[src/logic/i2c_defines.svh]
`ifndef I2C_DEFINES_SVH
`define I2C_DEFINES_SVH

// SCL timing
`define I2C_HALF_PERIOD 8      // clk cycles per SCL half-period
`define I2C_DIV_W       16     // Half-period counter width

// Field widths
`define I2C_ADDR_W      10     // 10-bit slave address
`define I2C_DATA_W      8      // One data byte
`define I2C_CNT_W       4      // Bit counter covers 0 to 10

`endif

[src/logic/i2c_pkg.sv]
`include "i2c_defines.svh"

package i2c_pkg;

    // Protocol sequencer states
    typedef enum logic [4:0] {
        ST_IDLE,        // Bus released and waiting for a request
        ST_START,       // SDA low while SCL high
        ST_ADDR_BIT,    // Address and R/W bits go out
        ST_ADDR_ACK,    // Slave acknowledges the address
        ST_WR_BIT,      // Write byte goes out
        ST_WR_ACK,      // Slave acknowledges the byte
        ST_RD_BIT,      // Read byte comes in
        ST_MNACK,       // Master answers NACK
        ST_STOP1,       // SCL low with SDA low
        ST_STOP2,       // SCL high with SDA low
        ST_STOP3        // SDA released for the stop edge
    } i2c_state_t;

    // Transfer direction, matches the R/W bit on the wire
    typedef enum logic {
        OP_WRITE = 1'b0,
        OP_READ  = 1'b1
    } i2c_op_t;

    // Which shift register the current bit belongs to
    typedef enum logic [1:0] {
        PH_ADDR,
        PH_WRITE,
        PH_READ
    } i2c_phase_t;

    typedef logic [`I2C_ADDR_W-1:0] addr_t;   // Slave address
    typedef logic [`I2C_DATA_W-1:0] byte_t;   // Data byte

endpackage

[src/logic/i2c_line_if.sv]
interface i2c_line_if;
    import i2c_pkg::*;

    logic       scl_rise;    // Low half-period ends here
    logic       scl_fall;    // High half-period ends here
    logic       sda_low;     // Sequencer wants SDA pulled low
    logic       shift_load;  // Load request or rearm counter for data
    logic       shift_next;  // Advance one bit
    i2c_phase_t phase;       // Active shift register
    logic       tx_bit;      // Bit now on offer
    logic       last_bit;    // Counter at zero
    logic       sda_sample;  // Synchronized SDA level

    modport gen (
        output scl_rise,
        output scl_fall
    );

    modport seq (
        input  scl_rise, scl_fall,
        input  tx_bit, last_bit, sda_sample,
        output sda_low, shift_load, shift_next, phase
    );

    modport shift (
        input  shift_load, shift_next, phase,
        output tx_bit, last_bit, sda_sample
    );

endinterface

[src/logic/i2c_sequencer.sv]
module i2c_sequencer (
    input  logic    clk,
    input  logic    rst,
    input  logic    start,      // Request strobe
    input  logic    rw,         // Sampled with start
    output logic    busy,
    output logic    done,       // One cycle at the end
    output logic    ack_error,  // Address or data NACK seen
    output logic    run,        // Keeps the SCL generator going
    output logic    sda_pull,   // Pull SDA low
    i2c_line_if.seq line
);
    import i2c_pkg::*;

    i2c_state_t state;
    i2c_state_t state_nx;
    i2c_op_t    op;            // Direction latched at request time
    logic       accept;
    logic       nack_seen;

    assign accept    = (state == ST_IDLE) && start;   // Starts while busy fall through
    assign nack_seen = line.scl_fall && line.sda_sample &&
                       (state == ST_ADDR_ACK || state == ST_WR_ACK);

    // Next state moves only on SCL strobes
    always_comb begin
        state_nx        = state;
        line.shift_load = 1'b0;
        case (state)
            ST_IDLE: begin
                if (start) begin
                    state_nx        = ST_START;
                    line.shift_load = 1'b1;            // Capture address word and byte
                end
            end
            ST_START: begin
                if (line.scl_fall) state_nx = ST_ADDR_BIT;
            end
            ST_ADDR_BIT: begin
                if (line.scl_fall && line.last_bit) state_nx = ST_ADDR_ACK;
            end
            ST_ADDR_ACK: begin
                if (line.scl_fall) begin
                    if (line.sda_sample) begin
                        state_nx = ST_STOP1;           // No slave at this address
                    end else begin
                        line.shift_load = 1'b1;        // Rearm counter for the byte
                        state_nx = (op == OP_READ) ? ST_RD_BIT : ST_WR_BIT;
                    end
                end
            end
            ST_WR_BIT: begin
                if (line.scl_fall && line.last_bit) state_nx = ST_WR_ACK;
            end
            ST_WR_ACK: begin
                if (line.scl_fall) state_nx = ST_STOP1;
            end
            ST_RD_BIT: begin
                if (line.scl_fall && line.last_bit) state_nx = ST_MNACK;
            end
            ST_MNACK: begin
                if (line.scl_fall) state_nx = ST_STOP1;
            end
            ST_STOP1: begin
                if (line.scl_rise) state_nx = ST_STOP2;
            end
            ST_STOP2: begin
                if (line.scl_fall) state_nx = ST_STOP3;
            end
            ST_STOP3: state_nx = ST_IDLE;
            default:  state_nx = ST_IDLE;
        endcase
    end

    // Every bit state advances its shift register at the end of SCL high
    assign line.shift_next = line.scl_fall &&
                             (state == ST_ADDR_BIT || state == ST_WR_BIT || state == ST_RD_BIT);

    always_comb begin
        case (state)
            ST_WR_BIT, ST_WR_ACK: line.phase = PH_WRITE;
            ST_RD_BIT, ST_MNACK:  line.phase = PH_READ;
            // During the address ACK the upcoming byte phase is selected
            ST_ADDR_ACK: line.phase = (op == OP_READ) ? PH_READ : PH_WRITE;
            default:     line.phase = PH_ADDR;
        endcase
    end

    always_comb begin
        case (state)
            ST_START, ST_STOP1, ST_STOP2: line.sda_low = 1'b1;
            ST_ADDR_BIT, ST_WR_BIT:       line.sda_low = !line.tx_bit;
            default:                      line.sda_low = 1'b0;   // Released and MNACK too
        endcase
    end

    // SCL must stay high after the stop so run drops in the same cycle as the last fall
    assign run = (state != ST_IDLE) && (state != ST_STOP3) &&
                 !(state == ST_STOP2 && line.scl_fall);

    always_ff @(posedge clk or posedge rst) begin
        if (rst) begin
            state     <= ST_IDLE;
            op        <= OP_WRITE;
            busy      <= 1'b0;
            done      <= 1'b0;
            ack_error <= 1'b0;
            sda_pull  <= 1'b0;
        end else begin
            state    <= state_nx;
            busy     <= (state_nx != ST_IDLE);
            done     <= (state == ST_STOP3);   // Lines up with busy falling
            sda_pull <= line.sda_low;          // Registered pad drive
            if (accept) begin
                op        <= i2c_op_t'(rw);
                ack_error <= 1'b0;
            end else if (nack_seen) begin
                ack_error <= 1'b1;
            end
        end
    end

    // Idle with busy still up would block the next request
    a_idle_not_busy: assert property (@(posedge clk) disable iff (rst)
        (state == ST_IDLE) |-> !busy);

endmodule

[src/flat_wrapper.sv]
// flat-port wrapper written by rule: the top's interface ports become plain ports
module i2c_sequencer_flat import i2c_pkg::*;
  (clk, rst, start, rw, busy, done, ack_error, run, sda_pull, line_scl_rise, line_scl_fall, line_tx_bit, line_last_bit, line_sda_sample, line_sda_low, line_shift_load, line_shift_next, line_phase);
  i2c_line_if line_i ();
  input  logic clk;
  input  logic rst;
  input  logic start;
  input  logic rw;
  output logic busy;
  output logic done;
  output logic ack_error;
  output logic run;
  output logic sda_pull;
  input wire logic [$bits(line_i.scl_rise)-1:0] line_scl_rise;
  input wire logic [$bits(line_i.scl_fall)-1:0] line_scl_fall;
  input wire logic [$bits(line_i.tx_bit)-1:0] line_tx_bit;
  input wire logic [$bits(line_i.last_bit)-1:0] line_last_bit;
  input wire logic [$bits(line_i.sda_sample)-1:0] line_sda_sample;
  output wire logic [$bits(line_i.sda_low)-1:0] line_sda_low;
  output wire logic [$bits(line_i.shift_load)-1:0] line_shift_load;
  output wire logic [$bits(line_i.shift_next)-1:0] line_shift_next;
  output wire logic [$bits(line_i.phase)-1:0] line_phase;
  assign line_i.scl_rise = line_scl_rise;
  assign line_i.scl_fall = line_scl_fall;
  assign line_i.tx_bit = line_tx_bit;
  assign line_i.last_bit = line_last_bit;
  assign line_i.sda_sample = line_sda_sample;
  assign line_sda_low = line_i.sda_low;
  assign line_shift_load = line_i.shift_load;
  assign line_shift_next = line_i.shift_next;
  assign line_phase = line_i.phase;
  i2c_sequencer u_core (.clk(clk), .rst(rst), .start(start), .rw(rw), .busy(busy), .done(done), .ack_error(ack_error), .run(run), .sda_pull(sda_pull), .line(line_i));
endmodule
[config.mk]
export PLATFORM = sky130hd
export DESIGN_NAME = i2c_sequencer_flat
export DESIGN_NICKNAME = d
export VERILOG_FILES = /design/src/logic/i2c_pkg.sv /design/src/logic/i2c_line_if.sv /design/src/logic/i2c_sequencer.sv /design/src/flat_wrapper.sv
export VERILOG_INCLUDE_DIRS = /design/src /design/src/logic
export SDC_FILE = /design/constraint.sdc
export NUM_CORES = 1
export LEC_CHECK = 0
export BUFFER_PORTS_ARGS = -buffer_cell sky130_fd_sc_hd__buf_2
export CORE_MARGIN = 1.5
export CORE_UTILIZATION = 45
export CTS_CLUSTER_SIZE = 24
export DETAILED_ROUTE_END_ITERATION = 8
export GPL_ROUTABILITY_DRIVEN = 1
export PLACE_DENSITY = 0.72
export SKIP_CTS_REPAIR_TIMING = 1
export SYNTH_ARGS = -nofsm -noshare
export SYNTH_HDL_FRONTEND = slang
export SYNTH_SLANG_ARGS = --single-unit
[constraint.sdc]
create_clock -name clk -period 2.6 [get_ports clk]
set_clock_uncertainty 0.05 [all_clocks]
set_input_delay 0.52 -clock clk [delete_from_list [all_inputs] [get_ports clk]]
set_output_delay 0.52 -clock clk [all_outputs]
set_load 0.05 [all_outputs]
[Word-level counts from Yosys, hierarchy flattened]
Index checks and enable logic that the tools add are counted.
Storage, ports and cells
  register bits after elaboration: 10
  input port bits: 9
  word-level logic and storage cells: 60
Cells by class
  eq/ne operators: 11
  muxes and demuxes: 21
  reductions and logical operators: 22
Operator list (count)
  $mux 5: 10
  $pmux 5 s9: 1
  $eq 5x3->1 const B: 4
  $eq 5x4->1 const B: 3
  $eq 5x2->1 const B: 2
  $reduce_bool 5->1: 2
  $logic_and 1x1->1: 8
  $reduce_or 2->1: 4
  $pmux 2 s3: 1
  $eq 5x1->1 const B: 1
  $logic_not 5->1: 1
  $mux 1: 5
  $ne 5x4->1 const B: 1
  $mux 2: 2
  $pmux 1 s2: 2
  $logic_or 1x1->1: 3
  $reduce_or 3->1: 1
  $logic_not 1->1: 2
  $reduce_bool 2->1: 1

[Logic depth before layout (Yosys ltp)]
  depth in word-level cells: 5
  mapped depth: 6

[Worst setup path after synthesis]
Ideal clock, no wire load.
  kind: reg2out
  start: reg u_core.state[1]
  end: out line_phase[1]
  arrival time: 2.277 ns
  data required time: 2.030 ns
  slack: -0.247 ns
  cell stages (with the launch flop): 4
  cell sequence: dfrtp_1 clkbuf_1 inv_1 nor4_1
On the way
  longest elaborated chain between the ends: 3
  elaborated cells between the ends (all ways): 8
  classes of those cells: eq/ne (5); mux (1); reduce/logical (2)
RTL lines
  start: declaration: line i2c_sequencer.sv:15  | i2c_state_t state;
  start signal: assignment: line i2c_sequencer.sv:110  | state <= state_nx;
  $eq 5x3->1: line i2c_sequencer.sv:80  | case (state)
  $reduce_or 2->1: line i2c_sequencer.sv:80
  $pmux 2 s3 (*): line i2c_sequencer.sv:80
  end: declaration: line flat_wrapper.sv:22  | output wire logic [$bits(line_i.phase)-1:0] line_phase;
Mark *: on every way between the ends. The rest lies on a longest branch, timed or not.

[Worst setup path in the final report]
  start: reg u_core.state[3]
  end: out line_shift_load
On the way
  longest elaborated chain between the ends: 2
  elaborated cells between the ends (all ways): 3
  classes of those cells: eq/ne (1); mux (1); reduce/logical (1)
RTL lines
  $eq 5x2->1 or $logic_not 5->1 (tied branches): line i2c_sequencer.sv:29  | case (state)
  $pmux 1 s2 (*): line i2c_sequencer.sv:29
  end: declaration: line flat_wrapper.sv:20  | output wire logic [$bits(line_i.shift_load)-1:0] line_shift_load;
Marked as above.

==> results.txt <==
The worst-case IR drop observed on VDD is 325.0 uV. OpenSTA, run right after detailed placement, puts the worst setup slack at 498.1 ps. For the count of warnings emitted by yosys, the log shows 0. The clock drives 10 sinks. The run gives 1 as the total number of H-tree levels. In this design, the stage delay of the slowest critical-path cell is 450 ps. The count of max-cap constraint violations is 0, and the number of max-slew violations in the final report is 0.

Measured on the finished design, the core utilization comes to 58.09%. In the final layout, the share of cells above drive strength 1 is 34.44%. The largest family of logic cells by synthesized area is simple AND/OR/NAND/NOR gates. The number of synthesized flops with an enable pin came out at 0. Entering global routing, the biggest net connects 13 pins. The final count of hold timing violations is 0. Along the worst path, the maximum fanout reaches 7. The count of buffers added on input and output ports is 18. The initial utilization of the core area, before any placement, comes to 47.63%.

The cell family with the largest share of critical-path delay is simple AND/OR/NAND/NOR gates. For this run, the top clock speed supported by timing is 0.4134 GHz. The signal on the critical path passes through nor2_2 -> nand3_1 -> nor3_1 -> or2_2 -> buf_2. After synthesis the cells add up to 604.3 um2. The DRC violation total after the first TritonRoute iteration is 26. Setup repair after global routing left no endpoint under its margin. The total CTS buffers was 3; the proportion of netlist area held by the largest area contributor was 41.41%. The portion of netlist area occupied by mux cells works out to 0%. Setup violations remaining at the end of the flow were counted as 0. The number of antenna violations at the first check in global routing is 0, and the final routed wire length divided by cell count is 13.11 um. Flip-flop cell with the highest count after synthesis: sky130_fd_sc_hd__dfrtp_1.

Setup slack on the critical path of the routed design comes to 181.0 ps. Summed over all nets, the half-perimeter wirelength after detailed placement is 1.068 mm. The sequential area share after synthesis was 41.41%; the clock-pin slew reported for the worst setup and hold paths after clock tree synthesis was 70 ps. Before antenna repair, the detailed router went through 4 iterations.

The chip width was 39.65 um. Data on the critical path is required at its endpoint by 2030 ps. After synthesis, the most frequently instantiated cells are sky130_fd_sc_hd__dfrtp_1, sky130_fd_sc_hd__nand2_1, sky130_fd_sc_hd__nor2_1, sky130_fd_sc_hd__a21oi_1, sky130_fd_sc_hd__inv_1. The cell sitting at the root of the clock tree is a sky130_fd_sc_hd__clkbuf_4. The via count of the first global-routing pass was 528. For the post-synthesis cell count, the log shows 71.

The number of nets in the synthesized netlist is 80. The critical path launch point type is a flip-flop. TritonCTS built the clock tree.

The run gives 0.0003522 uW as the leakage component of the power. The worst setup path is captured at an output port. The most numerous cell in the Yosys netlist is sky130_fd_sc_hd__dfrtp_1. Number of flip-flops and latches in the synthesized netlist: 10. Routability-driven placement finished with a final weighted congestion of 0.9180. After floorplanning, the core was divided into 13 placement rows.

For this run, design rule violations remaining after detail routing come to 0. The worst hold path belongs to the class primary input to asynchronous set/reset pin. Global routing used 22.28% of the available tracks.

After layout, the worst path uses 93.04% of the clock period. The count of buffer and inverter cells on the critical path came out at 1. Of the total synthesized cell area, the portion taken by AND, OR, NAND and NOR gates is 30.64%.

The run finished with clean final reports. Global routing finished with a remaining overflow of 0. The placeable core area came out at 1269 um2. Once detail routing completed, the nets flagged for antenna violations numbered 0. Power per unit of standard cell area: 611.3 nW/um2. The antenna diode count is 0, and the number of nets in the finished design is 100. The clock period minus final worst setup slack is 2419 ps. Counting along the longest clock path gives a buffer depth of 2. The setup TNS after final layout was 0 ps.

The worst register-to-register path has a setup slack of 690 ps. The run gives 30 as the number of distinct library cells after synthesis. The slowest stage of the critical path belongs to the cell sky130_fd_sc_hd__dfrtp_1. Summed over all layers, the routed wires come to 1.377 mm. The routed via count divided by cell count came out at 5.562. For the critical path arrival, the log shows 1850 ps. The worst setup path is of the flip-flop to output port kind.

The synthesized netlist devotes 0% of its cell area to XOR and XNOR gates. The number of vias after detailed routing was 584. The proportion of register bits with asynchronous set or reset after synthesis was 100.0%. The first global-routing pass estimated 2.325 mm of wire. The area enclosed by the die boundary was 1572 um2. The library cell occupying the most area in the post-synthesis netlist was sky130_fd_sc_hd__dfrtp_1. For this design the top-level I/O count stands at 19. Compared with the post-synthesis result, the final layout area differs by 21.95%.

The run gives 260 ps as the latest clock arrival within the worst-skew pair. The floorplan step set the die height to 39.65 um. In the post-synthesis netlist, the biggest area contributors are sky130_fd_sc_hd__dfrtp_1, sky130_fd_sc_hd__a21oi_1, sky130_fd_sc_hd__nand2_1.

The fraction of the mapped netlist area in compound gates came out at 19.88%. The fraction of the mapped netlist area in adder cells was 0%; the synthesized area per cell was 8.512 um2.
==> sequential cells by signal (all words and copies together), names as in the netlist <==
signal,cells
u_core.ack_error,1
u_core.busy,1
u_core.done,1
u_core.op,1
u_core.sda_pull,1
u_core.state,5
==> final timing paths <==
check                                 startpoint               end  cells after the start
worst min register to register  u_core.ack_error  u_core.ack_error                      2
max in group asynchronous                    rst   u_core.sda_pull                      2
worst max register to register   u_core.state[1]       u_core.busy                      5
worst max-delay path             u_core.state[3]   line_shift_load                      5
worst min-delay path                         rst   u_core.state[0]                      2
min in group clk                              rw         u_core.op                      3
==> layout by cell type, fill, tap and decap left out, types with 2 or more instances in the layout <==
master and count:
sky130_fd_sc_hd__a21oi_1 6, sky130_fd_sc_hd__a31oi_1 2, sky130_fd_sc_hd__buf_2 18, sky130_fd_sc_hd__clkbuf_4 3, sky130_fd_sc_hd__dfrtp_1 10, sky130_fd_sc_hd__inv_1 5
sky130_fd_sc_hd__nand2_1 7, sky130_fd_sc_hd__nand2b_1 2, sky130_fd_sc_hd__nand3_1 2, sky130_fd_sc_hd__nor2_1 7, sky130_fd_sc_hd__nor3_1 2, sky130_fd_sc_hd__o21ai_0 4
sky130_fd_sc_hd__or3_1 2
==> where the power goes <==
part           switching [uW]  internal (uW)  leakage (uW)
combinational            88.1           39.9      0.000199
clock                    50.9           84.9     0.0000210
sequential               16.8            170      0.000132
==> cells by family after synthesis <==
family                 count (synthesis)
DFF                                   10
AOI/OAI and AO/OA                     18
other                                  1
buffers and inverters                  9
and+or+nand+nor                       33
==> through the flow <==
stage / hold slack (ps) / instance area (um2) / std cells / power (uW)
after global placement: 429.9 / 700.7 / 101 / 317.0
after CTS: 168.4 / 737.0 / 105 / 454.5
final: 161.0 / 737.0 / 105 / 450.5
after detailed placement: 437.9 / 700.7 / 101 / 317.2
after global routing: 187.6 / 737.0 / 105 / 474.2
after floorplan: 310.2 / 610.6 / 71 / 287.4
==> final cells by class <==
cell class,count,area (um2)
timing repair buffer,19,97.59
multi-input combinational,52,315.3
sequential,10,250.2
inverter,5,18.77
tap,15,18.77
fill,121,531.8
clock buffer,4,36.28
==> metal layers <==
layer	GRT usage, %	wire length, um
met1	30.47	643
met2	35.25	643
met3	3.409	91
met4	7.759	0
met5	0	0
Power figures use the tool's default switching activity.
