`src/logic/i2c_defines.svh`:
```
`ifndef I2C_DEFINES_SVH
`define I2C_DEFINES_SVH

// SCL timing
`define I2C_HALF_PERIOD 8      // clk cycles per SCL half-period
`define I2C_DIV_W       16     // Half-period counter width

// Field widths
`define I2C_ADDR_W      10     // 10-bit slave address
`define I2C_DATA_W      8      // One data byte
`define I2C_CNT_W       4      // Bit counter covers 0 to 10

`endif

```
`src/logic/i2c_pkg.sv`:
```
`include "i2c_defines.svh"

package i2c_pkg;

    // Protocol sequencer states
    typedef enum logic [4:0] {
        ST_IDLE,        // Bus released and waiting for a request
        ST_START,       // SDA low while SCL high
        ST_ADDR_BIT,    // Address and R/W bits go out
        ST_ADDR_ACK,    // Slave acknowledges the address
        ST_WR_BIT,      // Write byte goes out
        ST_WR_ACK,      // Slave acknowledges the byte
        ST_RD_BIT,      // Read byte comes in
        ST_MNACK,       // Master answers NACK
        ST_STOP1,       // SCL low with SDA low
        ST_STOP2,       // SCL high with SDA low
        ST_STOP3        // SDA released for the stop edge
    } i2c_state_t;

    // Transfer direction, matches the R/W bit on the wire
    typedef enum logic {
        OP_WRITE = 1'b0,
        OP_READ  = 1'b1
    } i2c_op_t;

    // Which shift register the current bit belongs to
    typedef enum logic [1:0] {
        PH_ADDR,
        PH_WRITE,
        PH_READ
    } i2c_phase_t;

    typedef logic [`I2C_ADDR_W-1:0] addr_t;   // Slave address
    typedef logic [`I2C_DATA_W-1:0] byte_t;   // Data byte

endpackage

```
`src/logic/i2c_line_if.sv`:
```
interface i2c_line_if;
    import i2c_pkg::*;

    logic       scl_rise;    // Low half-period ends here
    logic       scl_fall;    // High half-period ends here
    logic       sda_low;     // Sequencer wants SDA pulled low
    logic       shift_load;  // Load request or rearm counter for data
    logic       shift_next;  // Advance one bit
    i2c_phase_t phase;       // Active shift register
    logic       tx_bit;      // Bit now on offer
    logic       last_bit;    // Counter at zero
    logic       sda_sample;  // Synchronized SDA level

    modport gen (
        output scl_rise,
        output scl_fall
    );

    modport seq (
        input  scl_rise, scl_fall,
        input  tx_bit, last_bit, sda_sample,
        output sda_low, shift_load, shift_next, phase
    );

    modport shift (
        input  shift_load, shift_next, phase,
        output tx_bit, last_bit, sda_sample
    );

endinterface

```
`src/logic/i2c_scl_gen.sv`:
```
`include "i2c_defines.svh"

module i2c_scl_gen (
    input  logic    clk,
    input  logic    rst,
    input  logic    run,        // High for the whole transaction
    input  logic    scl_sense,  // Actual SCL level from the pad
    output logic    scl_pull,   // Pull SCL low
    i2c_line_if.gen line
);

    localparam int unsigned HALF_LAST = `I2C_HALF_PERIOD - 1;

    logic [`I2C_DIV_W-1:0] half_cnt;   // clk count inside a half-period
    logic                  scl_high;   // Target SCL level
    logic [1:0]            scl_sync;   // Two-flop synchronizer on SCL
    logic                  half_done;

    assign half_done = (half_cnt == HALF_LAST[`I2C_DIV_W-1:0]);

    // High phase waits for the line itself so a slave can stretch the clock
    assign line.scl_fall = scl_high && half_done && scl_sync[1];
    assign line.scl_rise = !scl_high && half_done;   // Low phase is ours alone

    always_ff @(posedge clk or posedge rst) begin
        if (rst) begin
            half_cnt <= '0;
            scl_high <= 1'b1;              // Released
        end else if (!run) begin
            half_cnt <= '0;                // Parked with SCL released
            scl_high <= 1'b1;
        end else if (line.scl_rise || line.scl_fall) begin
            half_cnt <= '0;
            scl_high <= !scl_high;         // Next half-period
        end else if (!half_done) begin
            half_cnt <= half_cnt + 1'b1;
        end
        // At terminal count the counter waits here while SCL is stretched
    end

    always_ff @(posedge clk or posedge rst) begin
        if (rst) begin
            scl_sync <= 2'b11;             // Bus idles high
        end else begin
            scl_sync <= {scl_sync[0], scl_sense};
        end
    end

    assign scl_pull = !scl_high;          // Straight from a flop so the pad never glitches

    // Both half-period ends in one cycle would skip a whole SCL phase
    a_strobe_excl: assert property (@(posedge clk) disable iff (rst)
        !(line.scl_rise && line.scl_fall));

endmodule

```
`src/flat_wrapper.sv`:
```
// flat-port wrapper written by rule: the top's interface ports become plain ports
module i2c_scl_gen_flat 
  (clk, rst, run, scl_sense, scl_pull, line_scl_rise, line_scl_fall);
  i2c_line_if line_i ();
  input  logic clk;
  input  logic rst;
  input  logic run;
  input  logic scl_sense;
  output logic scl_pull;
  output wire logic [$bits(line_i.scl_rise)-1:0] line_scl_rise;
  output wire logic [$bits(line_i.scl_fall)-1:0] line_scl_fall;
  assign line_scl_rise = line_i.scl_rise;
  assign line_scl_fall = line_i.scl_fall;
  i2c_scl_gen u_core (.clk(clk), .rst(rst), .run(run), .scl_sense(scl_sense), .scl_pull(scl_pull), .line(line_i));
endmodule
```
`config.mk`:
```
export PLATFORM = sky130hd
export DESIGN_NAME = i2c_scl_gen_flat
export DESIGN_NICKNAME = d
export VERILOG_FILES = /design/src/logic/i2c_pkg.sv /design/src/logic/i2c_line_if.sv /design/src/logic/i2c_scl_gen.sv /design/src/flat_wrapper.sv
export VERILOG_INCLUDE_DIRS = /design/src /design/src/logic
export SDC_FILE = /design/constraint.sdc
export NUM_CORES = 1
export LEC_CHECK = 0
export BUFFER_PORTS_ARGS = -buffer_cell sky130_fd_sc_hd__buf_2
export CORE_MARGIN = 8
export CORE_UTILIZATION = 50
export CTS_BUF_LIST = sky130_fd_sc_hd__clkbuf_8
export CTS_CLUSTER_DIAMETER = 150
export DETAILED_ROUTE_END_ITERATION = 8
export GPL_TIMING_DRIVEN = 0
export PLACE_DENSITY_LB_ADDON = 0.2
export SLEW_MARGIN = 20
export SYNTH_ARGS = -nofsm -noshare
export SYNTH_HDL_FRONTEND = slang
export SYNTH_SLANG_ARGS = --single-unit
```
`constraint.sdc`:
```
create_clock -name clk -period 2.85 [get_ports clk]
set_clock_uncertainty 0.15 [all_clocks]
set_input_delay 0 -clock clk [delete_from_list [all_inputs] [get_ports clk]]
set_output_delay 0 -clock clk [all_outputs]
set_load 0.1 [all_outputs]
```
== Word-level counts from Yosys, hierarchy flattened ==
Cells that the tools add are included.

* Logic and storage cells: 17
* Input port bits: 4
* Register bits: 19
* Output and inout port bits: 3

* Multiplexer cells: 5
* Add/sub/neg operators: 1
* Reductions and logical operators: 5
* Equality and inequality tests: 3

{| class="wikitable"
|+ Operators by type and width
! kind !! count
|-
| $mux 16 || 3
|-
| $add 16x1->16 const B || 1
|-
| $eq 16x3->1 const B || 1
|-
| $logic_and 1x1->1 || 3
|-
| $ne 3x3->1 const B || 1
|-
| $mux 1 || 2
|-
| $ne 2x1->1 const B || 1
|-
| $logic_not 1->1 || 1
|-
| $logic_or 1x1->1 || 1
|}

== Longest topological paths before layout ==
Gate-level depths: netlist of the first run.

* Word-level depth: 6
* Gate-level depth with buffers: 6
* Mapped depth without buffers: 5

== Least setup slack after synthesis of the first run ==
Ideal clock, no wire load.

* Path kind: register -> output
* Start point: register u_core.half_cnt[0]
* End point: output port line_scl_fall
* Cell stages (with the launch flop): 5
* Required time: 2700 ps
* Buffers on the path: 0
* Slack: 395 ps
* Arrival: 2305 ps
* Cell sequence: dfrtp_1 ha_1 and4bb_2 nand4_4 nor2_1

* Cells in the longest elaborated chain, start to end: 3

{| class="wikitable"
|+ Ends and longest elaborated chain
! element !! line !! text
|-
| start, declared || i2c_scl_gen.sv:14 || <nowiki>logic [`I2C_DIV_W-1:0] half_cnt;</nowiki>
|-
| start signal, assigned || i2c_scl_gen.sv:36 || <nowiki>half_cnt <= half_cnt + 1'b1;</nowiki>
|-
| $eq 16x3->1 || i2c_scl_gen.sv:19 || <nowiki>assign half_done = (half_cnt == HALF_LAST[`I2C_DIV_W-1:0]);</nowiki>
|-
| $logic_and 1x1->1 (2 in a row) || i2c_scl_gen.sv:22 || <nowiki>assign line.scl_fall = scl_high && half_done && scl_sync[1];</nowiki>
|-
| end, declared || flat_wrapper.sv:11 || <nowiki>output wire logic [$bits(line_i.scl_fall)-1:0] line_scl_fall;</nowiki>
|}

No other way between the ends.

== Worst setup path after layout of the first run ==
Same ends and word-level chain as after synthesis.

==> flow_summary_export.csv, run 1 <==
group,metric,value,unit
floorplan,start_util,51.64,%
sta,rsz0062_at_grt,"no",
setup_path,cp_max_fo,8,
global_route,grt_use_total,11.16,%
worst_hold_path,hold_path_end,"u_core.scl_sync[1]$_DFF_PP1_",
sta,relSlewSlack,53.52,%
finish,antennaDiodeCount,0,
floorplan,rows,16,
routing,viasPerCell,4.857,
sta,maxSlewViolCount,0,
routing,drt_iter0_markers,15,
worst_hold_path,min_path_type,"reg -> reg",
routing,route.vias.total,646,
global_route,use_met2,16.16,%
routing,wl_per_cell,12.59,um
setup_path,r2r_end,"u_core.half_cnt[12]$_DFFE_PP0P_",
global_route,grt_first_pass_wirelength,3063,um
clock_network,cts_tree,"built",
setup_path,cpPeakStageDelay,0.43,ns
floorplan,dieHeight,60.32,um
clock_network,cts_root_buf,"clkbuf_8",
placed_design,placed_cell_area,1046,um2
outcome,run_status,"completed",
routing,drc,0,
power,ir_drop,0.0003254,V
floorplan,ios,7,
power,powerDensity,436.0,nW/um2
clock_network,path_clk_slew,0.07,ns
global_route,grt_overflow,0,
finish,drive_gt1_share,19.81,%
setup_path,cp.arrival,1.91,ns
placed_design,port_buffers,6,
finish,fillers,170,
global_route,met3_usage,2.796,%
setup_path,required,2.70,ns
sta,fmax,485.6,MHz
logic_synthesis,yosysSeqAreaShare,48.79,%
setup_path,r2r-start,"u_core.half_cnt[0]$_DFFE_PP0P_",
routing,dr.pass1.iters,4,
job,drv_cap,0,
global_route,gr-usage-met1,14.68,%
clock_network,clkSinkCount,19,
clock_network,ctsHtreeMaxLevel,1,
setup_path,crit_path_start_kind,"flip-flop",
clock_network,post-cts-setup-buffers,0,
finish,multi_input_area,465.4,um2
routing,antenna_left,0,
sta,setup_tns,0,ns
global_route,top_usage_layer,"met2",
finish,nNetsFinal,112,
floorplan,core,1902,um2
setup_path,critical_path_class,"reg -> out",
floorplan,die_area,3639,um2
global_route,grt_pass1_vias,700,
logic_synthesis,ys_seq_elements,19,
clock_network,cts_inserted_buffers,3,
setup_path,end_kind,"output pin",
finish,area_delta_synth_final,14.14,%
logic_synthesis,synth_cells,93,
setup_path,reg2reg_depth,6,
sta,max_slew.worst_pin.slew,0.6964,ns
sta,setup_viol,0,
setup_path,cp_slowest_cell,"buf_2",
finish,layout_commonest_cell,"nor2_1",
logic_synthesis,yosys_warnings,0,
placed_design,dpl.hpwl,1170,um
sta,final-hold-violation-count,0,
logic_synthesis,yosysUniqueCellTypes,22,
logic_synthesis,synth_nets,98,
logic_synthesis,mappedNetlistArea,982.2,um2
setup_path,path_cells,"ha_1, and4bb_2, nand4_4, nor2_1, buf_2",
worst_hold_path,worstHoldStart,"u_core.scl_sync[0]$_DFF_PP1_",
placed_design,place_congestion,0.8039,
global_route,antenna_found_initial,0,
power,p_leak,0.4856,nW
sta,finalCriticalPeriod,2.059,ns
logic_synthesis,syn_area_per_cell,10.56,um2
global_route,grt_max_degree,20,
finish,stdcell_area,1121,um2
floorplan,die_w,60.32,um
clock_network,clockBufferDepth,2,
setup_path,regToRegSetupSlack,1.01,ns
worst_hold_path,hold_depth,0,
finish,seq_area,479.2,um2
routing,drt_wl_total,1674,um
clock_network,clk_latency,0.25,ns
finish,layout_common_cells,"21 x nor2_1, 16 x dfrtp_1, 12 x xnor2_1",
sta,period_share,72.26,%
power,total_power,488.8,uW
-- cell type report --
cell class	instances	share of cell area (%)
plain buffers	2	2.009
clock buffers	3	3.683
clock inverters	1	0.3348
inverters	4	1.339
multi-input cells	68	41.52
flip-flops and latches	19	42.75
well taps	27	3.013
repair buffers	9	5.357
-- through the flow --
stage                     utilization, %  hold slack, ns  setup slack [ns]  cells
after floorplan                        -         -0.2011            0.3953     93
final                              58.95          0.2082            0.7906    133
after global placement             55.00        -0.04354             1.024    126
after global routing               58.95          0.2177            0.6994    133
after CTS                          58.95          0.2113            0.7819    133
after detailed placement           55.00        -0.04380             1.008    126
-- worst max path at each step --
stage	start	to	cells past startpoint
after floorplan	u_core.half_cnt[0]$_DFFE_PP0P_	line_scl_fall	4
after global placement	u_core.half_cnt[0]$_DFFE_PP0P_	u_core.half_cnt[12]$_DFFE_PP0P_	6
after detailed placement	u_core.half_cnt[0]$_DFFE_PP0P_	u_core.half_cnt[12]$_DFFE_PP0P_	6
after CTS	u_core.half_cnt[0]$_DFFE_PP0P_	line_scl_fall	5
after global routing	u_core.half_cnt[0]$_DFFE_PP0P_	line_scl_fall	5
final	u_core.half_cnt[0]$_DFFE_PP0P_	line_scl_fall	5
-- critical path: cells and delay by family (launching register included) --
kind	cells	cell delay [ns]
buf+inv	1	0.43
simple gates	3	0.58
flops	1	0.41
fa+ha+maj	1	0.23
-- logic make-up after synthesis --
logic type | after synthesis | share of synthesized area [%]
compound gates | 2 | 2.421
mux | 2 | 2.038
simple gates | 49 | 29.17
flops | 19 | 48.79
buf+inv | 6 | 3.821
fa+ha+maj | 1 | 1.274
xor+xnor | 14 | 12.48
-- where the power goes --
part	leakage, nW	internal, mW	switching, mW	total, mW
Sequential	0.253	0.276	0.00500	0.281
Combinational	0.206	0.0118	0.0164	0.0282
Clock	0.0269	0.0957	0.0838	0.180
-- synth_stat cells --
cell      number  area [um2]
nor2_1        21       78.83
dfrtp_1       16       400.4
xnor2_1       12       105.1
nand2_1        6       22.52
nor3_1         5       25.02
inv_1          4       15.01
nand3_1        4       20.02
dfstp_2        3       78.83
nand4_1        3       18.77
nor4_1         3       18.77
buf_6          2       22.52
mux2i_1        2       20.02
nor4_4         2       42.54
xor2_1         2       17.52
a211oi_1       1       7.510
and2_1         1       6.260
and3_2         1       7.510
and4bb_2       1       12.51
ha_1           1       12.51
nand4_2        1       12.51
nand4_4        1       21.27
o21ai_4        1       16.27
-- flip-flops by register name, indices dropped and copies added (netlist names) --
signal,flops
u_core.half_cnt,16
u_core.scl_sync,2
u_core.scl_high,1
-- timing repair --
| action | in CTS | in global routing |
|---|---|---|
| gates resized for setup | 0 | 0 |
| setup endpoints to repair | 0 | 0 |
| hold endpoints to repair | 24 | 0 |
| hold buffers | 3 | 0 |
-- layer usage --
metal | vias to the layer above | routed length, um
li1 | 339 | -
met2 | 6 | 706
met5 | - | 0
met4 | 0 | 27
met3 | 4 | 51
met1 | 297 | 888
(Power assumes the default switching activity.)
==> run 2: changes to the inputs <==
--- a/config.mk
+++ b/config.mk
@@ -6,6 +6,7 @@
 export SDC_FILE = /design/constraint.sdc
 export NUM_CORES = 1
 export LEC_CHECK = 0
+export ABC_AREA = 1
 export BUFFER_PORTS_ARGS = -buffer_cell sky130_fd_sc_hd__buf_2
 export CORE_MARGIN = 8
 export CORE_UTILIZATION = 50
==> constraint.sdc (replaced) <==
create_clock -name clk -period 1.7 [get_ports clk]
set_clock_uncertainty 0.15 [all_clocks]
set_input_delay 0 -clock clk [delete_from_list [all_inputs] [get_ports clk]]
set_output_delay 0 -clock clk [all_outputs]
set_load 0.1 [all_outputs]
==> flow_summary_export.csv, run 2 <==
group,metric,value,unit
finish,nNetsFinal,174,
logic_synthesis,yosysSeqAreaShare,43.28,%
floorplan,dieHeight,63.06,um
routing,wl_per_cell,11.82,um
logic_synthesis,mappedNetlistArea,1107,um2
finish,regMostFlops,"u_core.half_cnt",
power,powerDensity,614.4,nW/um2
logic_synthesis,async_flop_share,100.0,%
logic_synthesis,yosysUniqueCellTypes,23,
power,p_int,652.2,uW
placed_design,dpl.hpwl,1594,um
finish,largest_register_ffs,16,
global_route,grt_pass1_vias,935,
global_route,antenna_found_initial,0,
clock_network,path_clk_slew,0.07,ns
global_route,grt_first_pass_wirelength,3905,um
finish,drive_gt1_share,23.21,%
placed_design,place_congestion,0.8420,
finish,antennaDiodeCount,0,
worst_hold_path,min_path_type,"reg -> reg",
clock_network,clk_latency,0.26,ns
logic_synthesis,yosys_warnings,0,
floorplan,start_util,51.54,%
logic_synthesis,netlist.area_leader.share,36.16,%
global_route,grt_overflow,0,
clock_network,clkSinkCount,19,
logic_synthesis,synth_area_leaders,"dfrtp_1 36%, nor2_1 13%, nand2_1 13%",
clock_network,cts_inserted_buffers,3,
logic_synthesis,synthFlopType,"dfrtp_1",
sta,rsz0062_at_grt,"yes",
outcome,run_status,"finished with violations",
routing,route.vias.total,977,
sta,maxSlewViolCount,0,
job,drv_cap,0,
routing,antenna_left,0,
power,ir_drop,0.0005313,V
floorplan,ios,7,
power,combPwrFrac,7.7,%
power,share_seq_of_total_power,55.6,%
placed_design,post-place-ws,-0.1394,ns
routing,viasPerCell,4.985,
global_route,grt_use_total,12.14,%
power,power_frac_clock,36.7,%
logic_synthesis,synth_common_cells,"38 x nor2_1, 37 x nand2_1, 16 x dfrtp_1, 14 x inv_1, 9 x nand3_1",
sta,relSlewSlack,54.19,%
global_route,grt_max_degree,20,
logic_synthesis,ys_seq_elements,19,
finish,area_delta_synth_final,24.41,%
setup_path,required,1.55,ns
logic_synthesis,syn_area_per_cell,7.533,um2
clock_network,cts_tree,"built",
power,p_switching,194.2,uW
finish,layout_commonest_cell,"nor2_1",
setup_path,crit_path_start_kind,"flip-flop",
routing,drt_wl_total,2317,um
sta,final-hold-violation-count,0,
setup_path,cp_max_fo,4,
sta,finalCriticalPeriod,1.733,ns
sta,max_slew.worst_pin.slew,0.6864,ns
logic_synthesis,synth_most_common_cell,"nor2_1",
setup_path,critical_path_class,"reg -> out",
routing,drt_iter0_markers,43,
logic_synthesis,synth_nets,152,
outcome,violations,"negative setup slack",
routing,dr.pass1.iters,4,
logic_synthesis,synth_cells,147,
sta,setup_viol,2,
clock_network,cts_root_buf,"clkbuf_8",
routing,drc,0,
setup_path,cp.arrival,1.58,ns
power,switching_share,22.94,%
logic_synthesis,synth-edff-count,0,
clock_network,clockBufferDepth,2,
finish,layout_common_cells,"37 x nor2_1, 36 x nand2_1, 15 x dfrtp_1",
floorplan,die_area,3977,um2
floorplan,die_w,63.06,um
finish,top_regs,"u_core.half_cnt: 16 flops, u_core.scl_sync: 2 flops, u_core.scl_high: 1 flops",
power,p_leak,0.6595,nW
sta,fin_ws,-0.03328,ns
logic_synthesis,synth_largest_area_cell,"dfrtp_1",
clock_network,ctsHtreeMaxLevel,1,
sta,fmax,576.9,MHz
sta,setup_tns,-0.03946,ns
setup_path,end_kind,"output pin",
sta,period_share,102.0,%
floorplan,rows,17,
placed_design,port_buffers,6,
floorplan,core,2148,um2
==> run 2: critical path, cell delays in order, from the launching register on <==
cell and delay [ns]:
dfrtp_1 0.40, ha_4 0.17, nand2_4 0.05, inv_2 0.05
nand2_2 0.05, nor2_4 0.14, nand2_4 0.10, nor3_4 0.17
buf_12 0.20
==> run 2: cells by family (layout without fill, tap and decap cells) <==
group           after synthesis  after routing  share of synthesized area (%)
simple gates                102            102                          43.05
buf+inv                      15             36                          5.084
compound gates                2              2                          1.130
flops                        19             19                          43.28
xor+xnor                      8              8                          6.328
fa+ha+maj                     1              1                          1.130
==> run 2: final cells by class <==
type	instances	area, um2
plain buffers	1	3.754
clock buffers	3	41.29
clock inverters	1	3.754
fillers	176	770.7
inverters	14	52.55
multi-input cells	113	610.6
flip-flops and latches	19	480.5
well taps	28	35.03
repair buffers	17	150.1
==> run 2: repair_timing <==
action                                 CTS  global route
gates cloned                             0             0
hold buffers                             3             0
setup endpoints to repair                2             2
pin swaps                                3             1
resized for setup                       13             3
buffers inserted                         7             1
endpoints found under the hold margin   24             0
==> run 2: routing by layer <==
| layer | vias to the layer above | global-route usage, % | part of all wire [%] |
|---|---|---|---|
| met4 | 0 | 5.983 | 2.2 |
| met5 | - | 0 | 0 |
| met1 | 462 | 14.14 | 45 |
| li1 | 491 | - | - |
| met2 | 19 | 20.74 | 51 |
| met3 | 5 | 2.297 | 2.2 |
==> run 2: final timing paths <==
check                           depth (start not counted)                         endpoint                            from  slack [ns]
worst max-delay path                                    8                    line_scl_fall  u_core.half_cnt[1]$_DFFE_PP0P_       -0.03
worst min-delay path                                    0     u_core.scl_sync[1]$_DFF_PP1_    u_core.scl_sync[0]$_DFF_PP1_        0.21
worst max register to register                         10      u_core.scl_high$_DFFE_PP1P_  u_core.half_cnt[1]$_DFFE_PP0P_        0.05
worst min register to register                          0     u_core.scl_sync[1]$_DFF_PP1_    u_core.scl_sync[0]$_DFF_PP1_        0.21
max in group asynchronous                               3  u_core.half_cnt[11]$_DFFE_PP0P_                             rst        0.69
min in group asynchronous                               3   u_core.half_cnt[5]$_DFFE_PP0P_                             rst        0.23
==> run 2: per-stage QoR <==
stage               total power [mW]  cells  hold slack, ns  util, %  area, um2
floorplan                     0.5091    147         -0.2011        -       1119
global placement              0.5208    181        -0.04270    55.10       1184
detailed placement            0.5226    181        -0.03898    55.10       1184
CTS                           0.8542    195          0.2104    63.31       1360
global route                  0.8739    196          0.2126    64.12       1378
finish                        0.8464    196          0.2086    64.12       1378
==> run 2: power groups by stage <==
| stage | registers, mW | clock network [mW] | logic [mW] |
|---|---|---|---|
| after floorplan | 0.476 | 0 | 0.0329 |
| after global placement | 0.478 | 0 | 0.0432 |
| after detailed placement | 0.478 | 0 | 0.0445 |
| after CTS | 0.471 | 0.319 | 0.0644 |
| after global routing | 0.471 | 0.330 | 0.0728 |
| final | 0.471 | 0.311 | 0.0649 |
